## src/logic/lsu_consts.svh

```systemverilog
// Width, lane count, memory depth and operation code width constants for the load and store unit.
`ifndef LSU_CONSTS_SVH
`define LSU_CONSTS_SVH

// ********************
// Data path
// ********************

// Data width of one register and one memory doubleword.
`define LSU_XLEN 64

// Byte lanes in one doubleword, one memory bank each.
`define LSU_LANES 8

// ********************
// Memory and operation
// ********************

// Doublewords held by each bank; address bits 10 down to 3 index it.
`define LSU_MEM_WORDS 256

`define LSU_OP_W 3

`endif

```

## src/logic/lsu_byte_bank.sv

```systemverilog
// One byte lane of data memory with masked write and registered read.
`timescale 1ns/100ps
`include "lsu_consts.svh"

module lsu_byte_bank #(
  parameter int DEPTH = `LSU_MEM_WORDS
) (
  input  logic                     i_clk,
  input  logic [$clog2(DEPTH)-1:0] i_index,
  input  logic                     i_we,
  input  logic [7:0]               i_wbyte,
  input  logic                     i_re,
  output logic [7:0]               o_rbyte
);

  logic [7:0] mem [DEPTH];

  always_ff @(posedge i_clk) begin
    if (i_we) begin
      mem[i_index] <= i_wbyte;
    end
  end

  // Read data holds between loads.
  always_ff @(posedge i_clk) begin
    if (i_re) begin
      o_rbyte <= mem[i_index];
    end
  end

endmodule

```

## config.mk

```make
export PLATFORM = sky130hd
export DESIGN_NAME = lsu_byte_bank
export DESIGN_NICKNAME = d
export VERILOG_FILES = /design/src/logic/lsu_byte_bank.sv
export VERILOG_INCLUDE_DIRS = /design/src /design/src/logic
export SDC_FILE = /design/constraint.sdc
export NUM_CORES = 2
export LEC_CHECK = 0
export BUFFER_PORTS_ARGS = -buffer_cell sky130_fd_sc_hd__clkbuf_2
export CAP_MARGIN = 20
export CORE_MARGIN = 4
export CORE_UTILIZATION = 40
export CTS_CLUSTER_DIAMETER = 60
export DETAILED_ROUTE_END_ITERATION = 7
export PLACE_DENSITY = 0.5
export RECOVER_POWER = 25
export SLEW_MARGIN = 20
export SYNTH_ARGS = -nofsm -noshare
export SYNTH_HDL_FRONTEND = slang
export SYNTH_SLANG_ARGS = --single-unit
```

## constraint.sdc

```tcl
create_clock -name i_clk -period 4.2 [get_ports i_clk]
set_input_delay 0.84 -clock i_clk [delete_from_list [all_inputs] [get_ports i_clk]]
set_output_delay 0.84 -clock i_clk [all_outputs]
set_load 0.01 [all_outputs]
```

==> metrics.cfg <==
[clock_network]
htreeDepth = 4
cts_tree = done
cts_resized = 0
cts_inserted_buffers = 213
root_buffer = clkbuf_16
clkSlewWorstSetupHoldPaths_ns = 0.06
insertion_delay_ns = 0.86
holdBufCountCts = 0
clk_path_buf_depth = 3
cts_setup_buffers = 0
cts_sinks = 2056

[timing]
fin_tns_setup_ns = 0
fmax_mhz = 283.9
hold_viol_final = 0
post-route-period-util_pct = 83.87
fin_skew_ns = 0.03064
setup_slack_ns = 0.6776
drv_slew = 866
rsz0062_at_grt = false
slew_headroom_pct = -99.67
fin_crit_ns = 3.522
setup_violations = 0
tightest_slew_ns = 2.995

[global_route]
busiest_layer = met2
grt_usage_pct = 20.44
grt.met2_usage_pct = 32.87
grt_overflow_total = 0
grt_max_degree = 117
grt_pass1_wl_mm = 298.7
antenna_found_initial = 12
use_met1_pct = 29.78
first_global_vias = 39640
met3_usage_pct = 3.070

[drt]
routedWlPerCell_um = 30.44
via_per_inst = 5.599
drt_pre_antenna_iters = 6
drtIter0Drc = 3979
drc_errors = 0
ant_nets = 0
wl_mm = 208.3
vias = 38320

[critical_path]
crit_slowest_cell = o41ai_1
endpoint_kind = flip-flop
path_class = in2reg
slowest_delay_ns = 0.80
crit_path_start_kind = primary input
rr_worst_depth = 6
crit_path_frequent_cell = buf_4
cp.required_ns = 4.74
rrSetupSlack_ns = 1.21
critPathMaxFanout = 51
reg2reg_from = mem[46][3]
path_cells = buf_8, buf_12, buf_4, mux4_2, a22oi_1, a21oi_1, o41ai_1, buf_4, nand4_1
cp.arrival_ns = 4.06
crit_family = buffers and inverters
crit_buf_inv = 4
reg2reg_to = o_rbyte[3]

[status]
outcome = complete, but fails checks
violations = capacitance limit, slew limit

[hold_path]
min_from = i_wbyte[6]
holdPathEnd = mem[184][6]
hold_class = in2reg
hold_depth = 1

[synthesis]
ys_ff_latch = 2056
syn_area_mm2 = 0.07857
post-synth-top-count-cell = edfxtp_1
yosys.area.top_type = edfxtp_1
ys_seq_area_share_pct = 78.58
postSynthAreaPerCell_um2 = 22.15
synth_cells = 3547
ys.flop_type = edfxtp_1
ys_warn_count = 0
synth_common_cells = edfxtp_1, mux4_2, a22oi_1
synth_top_area_share_pct = 78.58
synth.area.top_cells = edfxtp_1, mux4_2, a22oi_1
synth.distinct_cells = 21
synth-edff-count = 2056
syn-num-nets = 3566
async_flop_share_pct = 0

[pwr]
p_total_mw = 43.03
vdd_drop_max_uv = 382.1
power_density_mw_per_mm2 = 467.9
power.leakage_nw = 28.71

[floorplanning]
ioPinCount = 27
dieArea_mm2 = 0.2036
initial_utilization_pct = 40.25
placementRows = 162
core_mm2 = 0.1952
die_h_um = 451.2
die_x_um = 451.2

[placed_design]
globalplace.congestion = 0.7908
place_hpwl_mm = 129.9
dpl.cell_count = 6449
port-buffer-count = 26
post-place-ws_ns = -0.1676

[layout]
finalNonFillerCells = 6843
final_core_util_pct = 47.12
area_growth_pct = 17.06
drive_gt1_share_pct = 31.44
nNetsFinal = 4059

[flow_run]
maxCapViolations = 9

flip-flops by register name, summed over array words and instances (netlist names):
register / count
mem: 2048
o_rbyte: 8
power by group:
group / total, mW / leakage [nW] / switching (mW) / internal [mW]
clock network: 18.3 / 3.29 / 8.01 / 10.3
logic: 2.05 / 6.94 / 1.31 / 0.739
registers: 22.7 / 18.5 / 0.0281 / 22.7
total: 43.0 / 28.7 / 9.35 / 33.7
metrics by stage:
step / hold WS, ns / instance area [um^2]
floorplan: 0.8956 / 78570
global placement: 1.150 / 85320
detailed placement: 1.129 / 85360
CTS: 0.4203 / 92120
global route: 0.4328 / 91970
finish: 0.4513 / 91980
routing by layer:
metal / part of all wire (%) / up-vias / wire [um]
met5: 0 / - / 0
met4: 2.0 / 0 / 4261
met3: 5.6 / 259 / 11610
met2: 48 / 1140 / 100600
met1: 44 / 20820 / 91850
li1: - / 16100 / -
cell type report:
class	count	area [um^2]
tap	2624	3283
fill	16090	103200
antenna	5	12.51
sequential	2056	61740
multi-input combinational	1258	15830
clock inverter	129	1212
timing repair buffer	510	4347
clock buffer	260	5549
inverter	1	3.754
layout by cell type (no fill, tap or decap):
master and instances:
inv_8 1, nand2_2 3, diode_2 5, buf_8 3
or2_2 2, nand3_1 6, o41ai_2 3, nor3_1 30
o41ai_1 29, clkinv_4 1, clkinvlp_4 6, a22oi_1 256
a21oi_1 128, inv_1 1, nor2_4 1, nand2b_2 2
edfxtp_1 2056, mux4_2 512, or3_1 1, nor2_1 231
clkbuf_16 215, clkinv_2 38, nand2_1 25, clkbuf_2 25
clkinv_8 1, inv_16 6, nand3_2 7, clkbuf_1 53
inv_6 2, buf_12 47, clkinv_1 54, and2_4 1
buf_4 427, nand4_1 8, bufinv_16 14, and2_1 2
nor2b_1 5, nor2b_4 2, clkinv_16 6, nand2b_1 4
cells by family after synthesis:
group / Yosys count / synth area share [%]
AO/OA/AOI/OAI: 416 / 3.618
buffers and inverters: 233 / 1.400
flip-flops: 2056 / 78.58
multiplexers: 512 / 14.68
AND/OR/NAND/NOR: 330 / 1.731
how the worst max path moves through the flow:
stage | from | end | slack (ns) | cells after the start
floorplan | i_index[1] | mem[111][0] | 1.14 | 9
global placement | i_index[0] | o_rbyte[0] | -0.96 | 8
detailed placement | i_index[1] | o_rbyte[3] | -0.17 | 9
CTS | i_index[1] | o_rbyte[3] | 0.74 | 9
global route | i_wbyte[1] | mem[231][1] | 0.44 | 2
finish | i_index[1] | o_rbyte[3] | 0.68 | 9
Power figures use the tool's default switching activity.
