==> config.mk <==
export PLATFORM = sky130hd
export DESIGN_NAME = lsu_store_align
export DESIGN_NICKNAME = d
export VERILOG_FILES = /design/src/logic/lsu_pkg.sv /design/src/logic/lsu_store_align.sv
export VERILOG_INCLUDE_DIRS = /design/src /design/src/logic
export SDC_FILE = /design/constraint.sdc
export NUM_CORES = 1
export LEC_CHECK = 0
export BUFFER_PORTS_ARGS = -buffer_cell sky130_fd_sc_hd__clkbuf_2
export CAP_MARGIN = 20
export CORE_UTILIZATION = 45
export DETAILED_ROUTE_END_ITERATION = 7
export MAX_ROUTING_LAYER = met4
export PLACE_DENSITY = 0.85
export SYNTH_ARGS = -nofsm -noshare
export SYNTH_HDL_FRONTEND = slang
export SYNTH_SLANG_ARGS = --single-unit
==> constraint.sdc <==
create_clock -name vclk -period 2.6
set_clock_uncertainty 0.2 [all_clocks]
set_input_delay 0.52 -clock vclk [all_inputs]
set_output_delay 0.52 -clock vclk [all_outputs]
set_load 0.05 [all_outputs]
==> src/logic/lsu_consts.svh <==
// Width, lane count, memory depth and operation code width constants for the load and store unit.
`ifndef LSU_CONSTS_SVH
`define LSU_CONSTS_SVH

// ********************
// Data path
// ********************

// Data width of one register and one memory doubleword.
`define LSU_XLEN 64

// Byte lanes in one doubleword, one memory bank each.
`define LSU_LANES 8

// ********************
// Memory and operation
// ********************

// Doublewords held by each bank; address bits 10 down to 3 index it.
`define LSU_MEM_WORDS 256

`define LSU_OP_W 3

`endif

==> src/logic/lsu_pkg.sv <==
// Memory operation codes and byte lane mask and data types for the load and store unit.
`include "lsu_consts.svh"

package lsu_pkg;

  // Size and extension of an access, as decoded by the core.
  typedef enum logic [`LSU_OP_W-1:0] {
    MEM_LB   = 3'd0,
    MEM_LBU  = 3'd1,
    MEM_LH   = 3'd2,
    MEM_LHU  = 3'd3,
    MEM_LW   = 3'd4,
    MEM_LWU  = 3'd5,
    MEM_LD   = 3'd6,
    MEM_NONE = 3'd7
  } mem_op_e;

  // One write enable per byte lane.
  typedef logic [`LSU_LANES-1:0] lane_mask_t;

  // A doubleword split into its byte lanes, lane 0 at the lowest address.
  typedef logic [`LSU_LANES-1:0][7:0] lane_data_t;

endpackage

==> src/logic/lsu_store_align.sv <==
// Store aligner: byte write mask, lane-shifted store data, gated load strobe and misalignment flag.
`timescale 1ns/100ps
`include "lsu_consts.svh"

module lsu_store_align
  import lsu_pkg::*;
(
  input  logic [2:0]           i_addr,
  input  logic [`LSU_XLEN-1:0] i_wdata,
  input  mem_op_e              i_mem_op,
  input  logic                 i_wr_en,
  input  logic                 i_rd_en,
  output lane_mask_t           o_wmask,
  output lane_data_t           o_lane_data,
  output logic                 o_rd_go,
  output logic                 o_misaligned
);

  lane_mask_t size_mask;
  logic [2:0] align_chk;
  logic       op_valid;
  logic       aligned;
  logic [5:0] shamt;

  // ********************
  // Size decode
  // ********************

  // The low offset bits named by align_chk must be zero for an aligned access.
  always_comb begin
    size_mask = '0;
    align_chk = 3'b000;
    case (i_mem_op)
      MEM_LB, MEM_LBU: begin
        size_mask = 8'h01;
        align_chk = 3'b000;
      end
      MEM_LH, MEM_LHU: begin
        size_mask = 8'h03;
        align_chk = 3'b001;
      end
      MEM_LW, MEM_LWU: begin
        size_mask = 8'h0f;
        align_chk = 3'b011;
      end
      MEM_LD: begin
        size_mask = 8'hff;
        align_chk = 3'b111;
      end
      default: begin
        size_mask = '0;
        align_chk = 3'b000;
      end
    endcase
  end

  assign op_valid = (i_mem_op != MEM_NONE);
  assign aligned  = ((i_addr & align_chk) == 3'b000);
  assign shamt    = {i_addr, 3'b000};

  // ********************
  // Outputs
  // ********************

  // A misaligned store writes no lane at all.
  assign o_wmask = (i_wr_en && op_valid && aligned) ? lane_mask_t'(size_mask << i_addr) : '0;

  assign o_lane_data = i_wdata << shamt;

  // A store in the same cycle wins over the load.
  assign o_rd_go = i_rd_en && !i_wr_en && op_valid;

  assign o_misaligned = (i_wr_en || i_rd_en) && op_valid && !aligned;

endmodule

==> metrics.cfg <==
[die]
core-area_sq_um = 4720
num_rows = 25
die_width_um = 72.1
initial_core_util_pct = 46.9
io-pin-count = 146
fp.dieArea_sq_um = 5200
die_h_um = 72.1

[finish]
n_fill_cell = 371
postLayoutCoreUtil_pct = 72.8
design.seq.count = 0
fin_nets = 485
drive_gt1_share_pct = 61.3
n_clock_buffer = 0
final_cells = 478
final_area_sq_um = 3440
final-seq-area_sq_um = 0
area_growth_syn_to_layout_pct = 55.3
diodes = 0

[sta]
slew_headroom_pct = 67.7
fin_crit_sh_pct = 98.0
report.final.slew_viol_count = 0
hold_viol_final = 0
fin_crit_ns = 2.55
tns_ns = 0
setup_viol = 0
hold_slack_ns = 1.29
final.setup.worst_slack_ns = 0.0524
fmax_mhz = 393
tightest_slew_ns = 0.480

[synth]
synth_top_area_share_pct = 21.7
netlist.top_cell.by_area = mux2i_1
syn-cell-area_sq_um = 2210
synthTopCellsByCount = mux2i_1 (48), and2_1 (19), nand2_1 (19)
netlist_top_cells_area = mux2i_1 (22%), mux4_2 (16%), a2bb2oi_1 (5.5%)
yosysMostFrequentCell = mux2i_1
ys_warn_count = 0
netlist_instances = 254
synth.avg_cell_area_sq_um = 8.71
synth.distinct_cells = 40
synth_nets = 326
yosysSeqAreaShare_pct = 0

[setup_path]
crit_required_ns = 1.88
critPathMaxStageDelay_ns = 0.33
path_max_fanout = 5
critical_path_class = in2out
start_kind = primary input
cpLargestDelayFamily = buffers and inverters
path_buf_inv = 3
critical_path.endpoint_type = primary output
crit_chain = clkbuf_2 > a211oi_4 > o211ai_4 > buf_4 > nor3_1 > clkbuf_2
slowest_stage = a211oi_4
crit_path_frequent_cell = clkbuf_2
cp.arrival_ns = 1.83

[placed_design]
gp_congestion = 0.877
dp.cells = 476
hpwl_um = 6110
portBuffers = 146
place_area_sq_um = 3330
place_ws_ns = -0.0245

[route]
drc_errors = 0
first_iter_violations = 131
vias = 2863
wl_per_cell_um = 16.9
via_per_inst = 5.99
drt-pass1-iter-count = 4
drt_wl_total_um = 8070
antenna_left = 0

[grt]
grt_pass1_vias = 2715
antenna_found_initial = 0
grt_use_total_pct = 29.4
overflow = 0
grt_first_pass_wirelength_um = 12300
grt_max_degree = 30

[min_path]
hp-class = in2out

[power]
power_density_nw_per_um2 = 279
p_leak_nw = 1.69
p_total_mw = 0.960
ir_drop_mv = 0.181

[run]
maxCapViolCount = 0

[clocking]
cts_hold_buffers = 0
post_cts_buffers = 0

[run_status]
status = complete, no violations

-- power by group --
part | internal [mW] | switching, mW | total [mW]
Sequential | 0 | 0 | 0
Combinational | 0.351 | 0.609 | 0.960
Clock | 0 | 0 | 0
-- final timing paths --
path / end / depth (start not counted) / startpoint
worst max-delay path: o_wmask[3] / 6 / i_addr[2]
worst min-delay path: o_lane_data[5] / 3 / i_wdata[5]
-- per-layer routing --
metal | vias to the layer above | track usage [%] | part of all wire (%)
met2 | 145 | 53.8 | 53
li1 | 1314 | - | -
met3 | 12 | 1.53 | 6.4
met4 | 0 | 5.45 | 1.2
met1 | 1392 | 35.8 | 39
met5 | - | - | 0
-- final cells by class --
cell class	count	area, sq um	share of cell area [%]
tap	67	83.8	2.44
multi-input combinational	222	2130	61.8
timing repair buffer	187	1220	35.5
inverter	2	7.51	0.218
-- logic make-up after synthesis --
logic type / share of synthesized area, %
muxes: 45.4
buffers and inverters: 10.9
and+or+nand+nor: 18.7
AOI/OAI and AO/OA: 24.9
-- cell usage in the layout (no fill, tap or decap), drive strengths merged --
| cell type | Yosys | routed |
|---|---|---|
| a21o | 1 | 1 |
| o31ai | 6 | 6 |
| and3b | 1 | 1 |
| nand3 | 2 | 2 |
| nor3 | 10 | 10 |
| nor2b | 8 | 8 |
| nor4 | 1 | 1 |
| o2bb2ai | 2 | 2 |
| mux4 | 18 | 18 |
| and2 | 19 | 19 |
| nand2 | 20 | 20 |
| o21a | 2 | 2 |
| or3 | 1 | 1 |
| buf | 25 | 51 |
| mux2i | 48 | 48 |
| nor4b | 1 | 1 |
| nor2 | 18 | 18 |
| a21oi | 3 | 3 |
| clkbuf | 5 | 136 |
| o22ai | 17 | 17 |
| o211ai | 1 | 1 |
| a2111oi | 3 | 3 |
| mux2 | 10 | 10 |
| clkinv | 1 | 1 |
| o21ai | 7 | 7 |
| a211oi | 8 | 8 |
| o22a | 1 | 1 |
| a2bb2oi | 14 | 14 |
| inv | 1 | 1 |
-- timing repair --
action                     in CTS  in global routing
cloned                          0                  2
resized for setup               3                 21
pin swaps                       0                  1
setup endpoints to repair       6                 22
No activity file was read; power rests on OpenSTA's default activity.
