**config.mk**
```make
export PLATFORM = sky130hd
export DESIGN_NAME = lsu_load_extract
export DESIGN_NICKNAME = d
export VERILOG_FILES = /design/src/logic/lsu_pkg.sv /design/src/logic/lsu_load_extract.sv
export VERILOG_INCLUDE_DIRS = /design/src /design/src/logic
export SDC_FILE = /design/constraint.sdc
export NUM_CORES = 1
export LEC_CHECK = 0
export ABC_AREA = 1
export CAP_MARGIN = 40
export CORE_AREA = 5 5 130 132
export CTS_BUF_LIST = sky130_fd_sc_hd__clkbuf_4 sky130_fd_sc_hd__clkbuf_8
export DETAILED_ROUTE_END_ITERATION = 6
export DIE_AREA = 0 0 135 137
export DONT_BUFFER_PORTS = 1
export GPL_TIMING_DRIVEN = 0
export PLACE_DENSITY = 0.45
export SLEW_MARGIN = 20
export SYNTH_ARGS = -nofsm -noshare
export SYNTH_HDL_FRONTEND = slang
export SYNTH_SLANG_ARGS = --single-unit
```
**constraint.sdc**
```tcl
create_clock -name i_clk -period 2.25 [get_ports i_clk]
set_clock_uncertainty 0.15 [all_clocks]
set_input_delay 0.3375 -clock i_clk [delete_from_list [all_inputs] [get_ports i_clk]]
set_output_delay 0.3375 -clock i_clk [all_outputs]
set_load 0.1 [all_outputs]
```
**src/logic/lsu_consts.svh**
```systemverilog
// Width, lane count, memory depth and operation code width constants for the load and store unit.
`ifndef LSU_CONSTS_SVH
`define LSU_CONSTS_SVH

// ********************
// Data path
// ********************

// Data width of one register and one memory doubleword.
`define LSU_XLEN 64

// Byte lanes in one doubleword, one memory bank each.
`define LSU_LANES 8

// ********************
// Memory and operation
// ********************

// Doublewords held by each bank; address bits 10 down to 3 index it.
`define LSU_MEM_WORDS 256

`define LSU_OP_W 3

`endif

```
**src/logic/lsu_pkg.sv**
```systemverilog
// Memory operation codes and byte lane mask and data types for the load and store unit.
`include "lsu_consts.svh"

package lsu_pkg;

  // Size and extension of an access, as decoded by the core.
  typedef enum logic [`LSU_OP_W-1:0] {
    MEM_LB   = 3'd0,
    MEM_LBU  = 3'd1,
    MEM_LH   = 3'd2,
    MEM_LHU  = 3'd3,
    MEM_LW   = 3'd4,
    MEM_LWU  = 3'd5,
    MEM_LD   = 3'd6,
    MEM_NONE = 3'd7
  } mem_op_e;

  // One write enable per byte lane.
  typedef logic [`LSU_LANES-1:0] lane_mask_t;

  // A doubleword split into its byte lanes, lane 0 at the lowest address.
  typedef logic [`LSU_LANES-1:0][7:0] lane_data_t;

endpackage

```
**src/logic/lsu_load_extract.sv**
```systemverilog
// Load extractor: offset shift, zero or sign extension and the registered write-back result.
`timescale 1ns/100ps
`include "lsu_consts.svh"

module lsu_load_extract
  import lsu_pkg::*;
(
  input  logic                 i_clk,
  input  logic                 i_rst_n,
  input  logic                 i_rd_go,
  input  mem_op_e              i_mem_op,
  input  logic [2:0]           i_offset,
  input  lane_data_t           i_rdword,
  output logic [`LSU_XLEN-1:0] o_rf_wdata,
  output logic                 o_rf_valid
);

  logic                 rd_go_q;
  mem_op_e              op_q;
  logic [2:0]           off_q;
  logic [`LSU_XLEN-1:0] rdword_sh;
  logic [`LSU_XLEN-1:0] ext_data;

  // ********************
  // Request stage
  // ********************

  // These registers line up with the byte the banks capture on the same edge.
  always_ff @(posedge i_clk or negedge i_rst_n) begin
    if (!i_rst_n) begin
      rd_go_q <= 1'b0;
    end else begin
      rd_go_q <= i_rd_go;
    end
  end

  always_ff @(posedge i_clk) begin
    if (i_rd_go) begin
      op_q  <= i_mem_op;
      off_q <= i_offset;
    end
  end

  // ********************
  // Shift and extend
  // ********************

  assign rdword_sh = i_rdword >> {off_q, 3'b000};

  always_comb begin
    case (op_q)
      MEM_LB:  ext_data = {{56{rdword_sh[7]}}, rdword_sh[7:0]};
      MEM_LBU: ext_data = {56'd0, rdword_sh[7:0]};
      MEM_LH:  ext_data = {{48{rdword_sh[15]}}, rdword_sh[15:0]};
      MEM_LHU: ext_data = {48'd0, rdword_sh[15:0]};
      MEM_LW:  ext_data = {{32{rdword_sh[31]}}, rdword_sh[31:0]};
      MEM_LWU: ext_data = {32'd0, rdword_sh[31:0]};
      default: ext_data = rdword_sh;
    endcase
  end

  always_ff @(posedge i_clk or negedge i_rst_n) begin
    if (!i_rst_n) begin
      o_rf_wdata <= '0;
      o_rf_valid <= 1'b0;
    end else begin
      o_rf_valid <= rd_go_q;
      if (rd_go_q) begin
        o_rf_wdata <= ext_data;
      end
    end
  end

endmodule

```
==> reports/summary.txt <==
number of cells produced by synthesis - 698
number of antenna repair diodes - 0
Post-DP HPWL - 16100 µm
Max Buffers Root-to-Sink - 2
CP Capture Type - flop
Startpoint Class - flop
layout filler cell count - 1573
core outline area - 0.0156 mm²
residual overflow from global routing - 0
final critical delay including setup and external delays - 2.19 ns
Clk Tree Root Cell - sky130_fd_sc_hd__clkbuf_8
area added between synthesis and finish - 54.0%
total setup violations reported at the end of the flow - 0
Die Width - 135 µm
hold_ws - 0.131 ns
power share of the clock group - 18.6%
Switching Share - 45.2%
internal power consumption - 3.35 mW
end-of-flow core utilization - 45.4%
net count after synthesis - 771
netlist area before placement - 0.00460 mm²
Yosys warning total - 0
crit share post-route - 97.3%
unrepaired setup endpoints after global routing - false
maximum fanout along the worst path - 10
Leakage - 3.19 nW
clock sink count - 72
Yosys cell types - 26
Seq pwr share - 29.4%
crit path kind - flop to flop
post-detailed-routing wire length - 19800 µm
highest ir drop seen on vdd - 0.000327 V
register-to-register path setup slack - 0.06 ns
first-pass GRT wire length - 30200 µm
Pre-Repair DR Iteration Count - 5
WP data arrival - 2.29 ns
antenna viol nets, final - 0
maximum number of pins on one net before global-route repair - 67
first-iteration detailed-routing DRC count - 389
via count of the first global-routing pass - 5105
total negative slack for setup checks - 0 ns
share of cells above drive strength 1 - 14.5%
maximum level of the CTS H-tree - 3
beginning of the worst register-to-register path - off_q[0]$_DFFE_PP_
transition time at the pin with the least slew margin - 0.912 ns
floorplan row count - 46
DR DRC count - 0
final weighted congestion in routability-driven placement - 0.954
CTS tree - done
number of buffers inserted by post-CTS setup repair - 0
CTS Buf Count - 9
Initial Util - 29.5%
antenna violations before repair - 0
hold violation total from the final report - 0
I/O Pins - 138
Total Nets Final - 907
number of buffer cells added on primary ports - 0
per-instance average area after synthesis - 6.58 µm²
clock latency on the worst-skew pair - 0.36 ns
vertical die dimension - 137 µm
combinational power share - 52.0%
final total power - 6.11 mW
crit path launch - off_q[0]$_DFFE_PP_
register area share after synthesis - 39.9%
maximum capacitance violations - 0
floorplan die area - 0.0185 mm²
critical path data required time - 2.35 ns
result of the run - completed
maximum achievable frequency - 457 MHz
max-slew violations - 0
GRT Overall Usage - 21.6%
switching power total - 2.76 mW
wire length per cell - 18.8 µm
class of the most critical hold timing path - input pin to flop
clock-pin slew on the worst setup and hold paths - 0.07 ns
via count - 5258
post-detailed-route via-to-cell ratio - 4.98
post-synthesis register bit count - 72
Rel. slew slack - 39.2%
Hold Crit Start - i_rdword[2]
total power density per cell area - 864 mW/mm²
[power groups by stage]
stage	Sequential [mW]	Combinational (mW)	Clock, mW
4_1_cts	1.86	3.07	1.18
3_5_place_dp	1.88	3.02	0
6_report	1.80	3.18	1.14
2_1_floorplan	2.86	0.626	0
5_1_grt	1.82	3.35	1.23
3_3_place_gp	2.91	0.874	0
[registers in the layout, summed over array words and instances, names as in the netlist]
name	flops
rd_go_q	1
o_rf_wdata	64
o_rf_valid	1
op_q	3
off_q	3
[synth_stat cells]
master,number,area share [%]
sky130_fd_sc_hd__or2_2,10,1.4
sky130_fd_sc_hd__clkinv_1,1,0.082
sky130_fd_sc_hd__o21ai_0,73,7.9
sky130_fd_sc_hd__nand3_2,1,0.22
sky130_fd_sc_hd__a21oi_1,39,4.2
sky130_fd_sc_hd__and2_1,2,0.27
sky130_fd_sc_hd__nand2_2,1,0.14
sky130_fd_sc_hd__nor3_1,1,0.11
sky130_fd_sc_hd__inv_2,4,0.33
sky130_fd_sc_hd__clkbuf_1,23,1.9
sky130_fd_sc_hd__buf_6,4,0.98
sky130_fd_sc_hd__buf_4,6,0.98
sky130_fd_sc_hd__nand2_1,180,15
sky130_fd_sc_hd__o21ai_1,2,0.22
sky130_fd_sc_hd__a31oi_1,8,1.1
sky130_fd_sc_hd__nand3_4,1,0.38
sky130_fd_sc_hd__o211ai_1,3,0.49
sky130_fd_sc_hd__nand3_1,76,8.3
sky130_fd_sc_hd__buf_2,16,1.7
sky130_fd_sc_hd__dfrtp_1,66,36
sky130_fd_sc_hd__edfxtp_1,6,3.9
sky130_fd_sc_hd__nor2_1,151,12
sky130_fd_sc_hd__inv_1,16,1.3
sky130_fd_sc_hd__nor3_2,1,0.22
sky130_fd_sc_hd__or2_1,5,0.68
sky130_fd_sc_hd__buf_1,2,0.16
[worst max-delay path, cell delays in order, from the launching register on]
cell and delay, ns:
sky130_fd_sc_hd__edfxtp_1 0.46, sky130_fd_sc_hd__inv_2 0.11, sky130_fd_sc_hd__buf_6 0.16, sky130_fd_sc_hd__clkbuf_4 0.20, sky130_fd_sc_hd__o21ai_0 0.42, sky130_fd_sc_hd__nor2_1 0.08
sky130_fd_sc_hd__o21ai_1 0.26, sky130_fd_sc_hd__nand2_1 0.09, sky130_fd_sc_hd__nor2_1 0.11, sky130_fd_sc_hd__nor2_1 0.05
[through the flow]
step	area, µm²	instances	setup WS [ns]
after CTS	6970	1047	0.0296
after global routing	7080	1055	0.0000262
after floorplan	4600	698	0.609
after detailed placement	6650	1022	0.0478
final	7080	1055	0.0600
after global placement	4870	914	0.0892
[final cells by class]
cell class	instances	area, µm²	area share (%)
multi-input combinational	554	2420	34.3
tap	216	270	3.82
buffer	51	267	3.77
sequential	72	1830	25.9
inverter	21	78.8	1.11
clock buffer	12	146	2.07
clock inverter	4	68.8	0.972
timing repair buffer	125	1990	28.1
[routing by layer]
metal	GRT usage, %	wire length, µm	up-vias
met3	5.96	1910	26
li1	-	-	2542
met5	0	0	-
met1	30.2	8570	2455
met4	6.89	539	0
met2	32.4	8770	235
[layout by cell type (no fill, tap or decap), types with 2 or more instances in the layout]
cell type                         n
sky130_fd_sc_hd__nand2_1        180
sky130_fd_sc_hd__nor2_1         151
sky130_fd_sc_hd__nand3_1         76
sky130_fd_sc_hd__o21ai_0         68
sky130_fd_sc_hd__dfrtp_1         66
sky130_fd_sc_hd__buf_16          61
sky130_fd_sc_hd__buf_1           53
sky130_fd_sc_hd__a21oi_1         38
sky130_fd_sc_hd__clkbuf_1        27
sky130_fd_sc_hd__inv_1           16
sky130_fd_sc_hd__buf_2           15
sky130_fd_sc_hd__or2_2           10
sky130_fd_sc_hd__clkbuf_8         9
sky130_fd_sc_hd__a31oi_1          8
sky130_fd_sc_hd__dlygate4sd3_1    8
sky130_fd_sc_hd__o21ai_1          7
sky130_fd_sc_hd__buf_4            6
sky130_fd_sc_hd__edfxtp_1         6
sky130_fd_sc_hd__or2_1            5
sky130_fd_sc_hd__inv_2            4
sky130_fd_sc_hd__buf_6            4
sky130_fd_sc_hd__clkbuf_4         4
sky130_fd_sc_hd__o211ai_1         3
sky130_fd_sc_hd__clkinv_1         2
sky130_fd_sc_hd__and2_1           2
sky130_fd_sc_hd__bufinv_16        2
[cell families (layout without fill, tap and decap cells)]
logic type | Yosys count | after routing | synth area share, %
compound gates | 125 | 125 | 14.0
buf+inv | 72 | 213 | 7.46
flops | 72 | 72 | 39.9
simple gates | 429 | 429 | 38.7
[worst paths after layout]
path	to	depth (start not counted)
setup / recovery	o_rf_wdata[20]$_DFFE_PN0P_	9
hold / removal	o_rf_wdata[2]$_DFFE_PN0P_	4
setup reg to reg	o_rf_wdata[20]$_DFFE_PN0P_	9
hold reg to reg	o_rf_valid$_DFF_PN0_	0
max in group asynchronous	o_rf_wdata[9]$_DFFE_PN0P_	2
min in group asynchronous	o_rf_wdata[7]$_DFFE_PN0P_	2
[what timing repair did]
item                       CTS  global route
resized for setup            0             8
hold endpoints to repair    79             0
hold buffers                 9             0
setup endpoints to repair    0            15
Note: power is estimated with default switching activity, not from simulation.
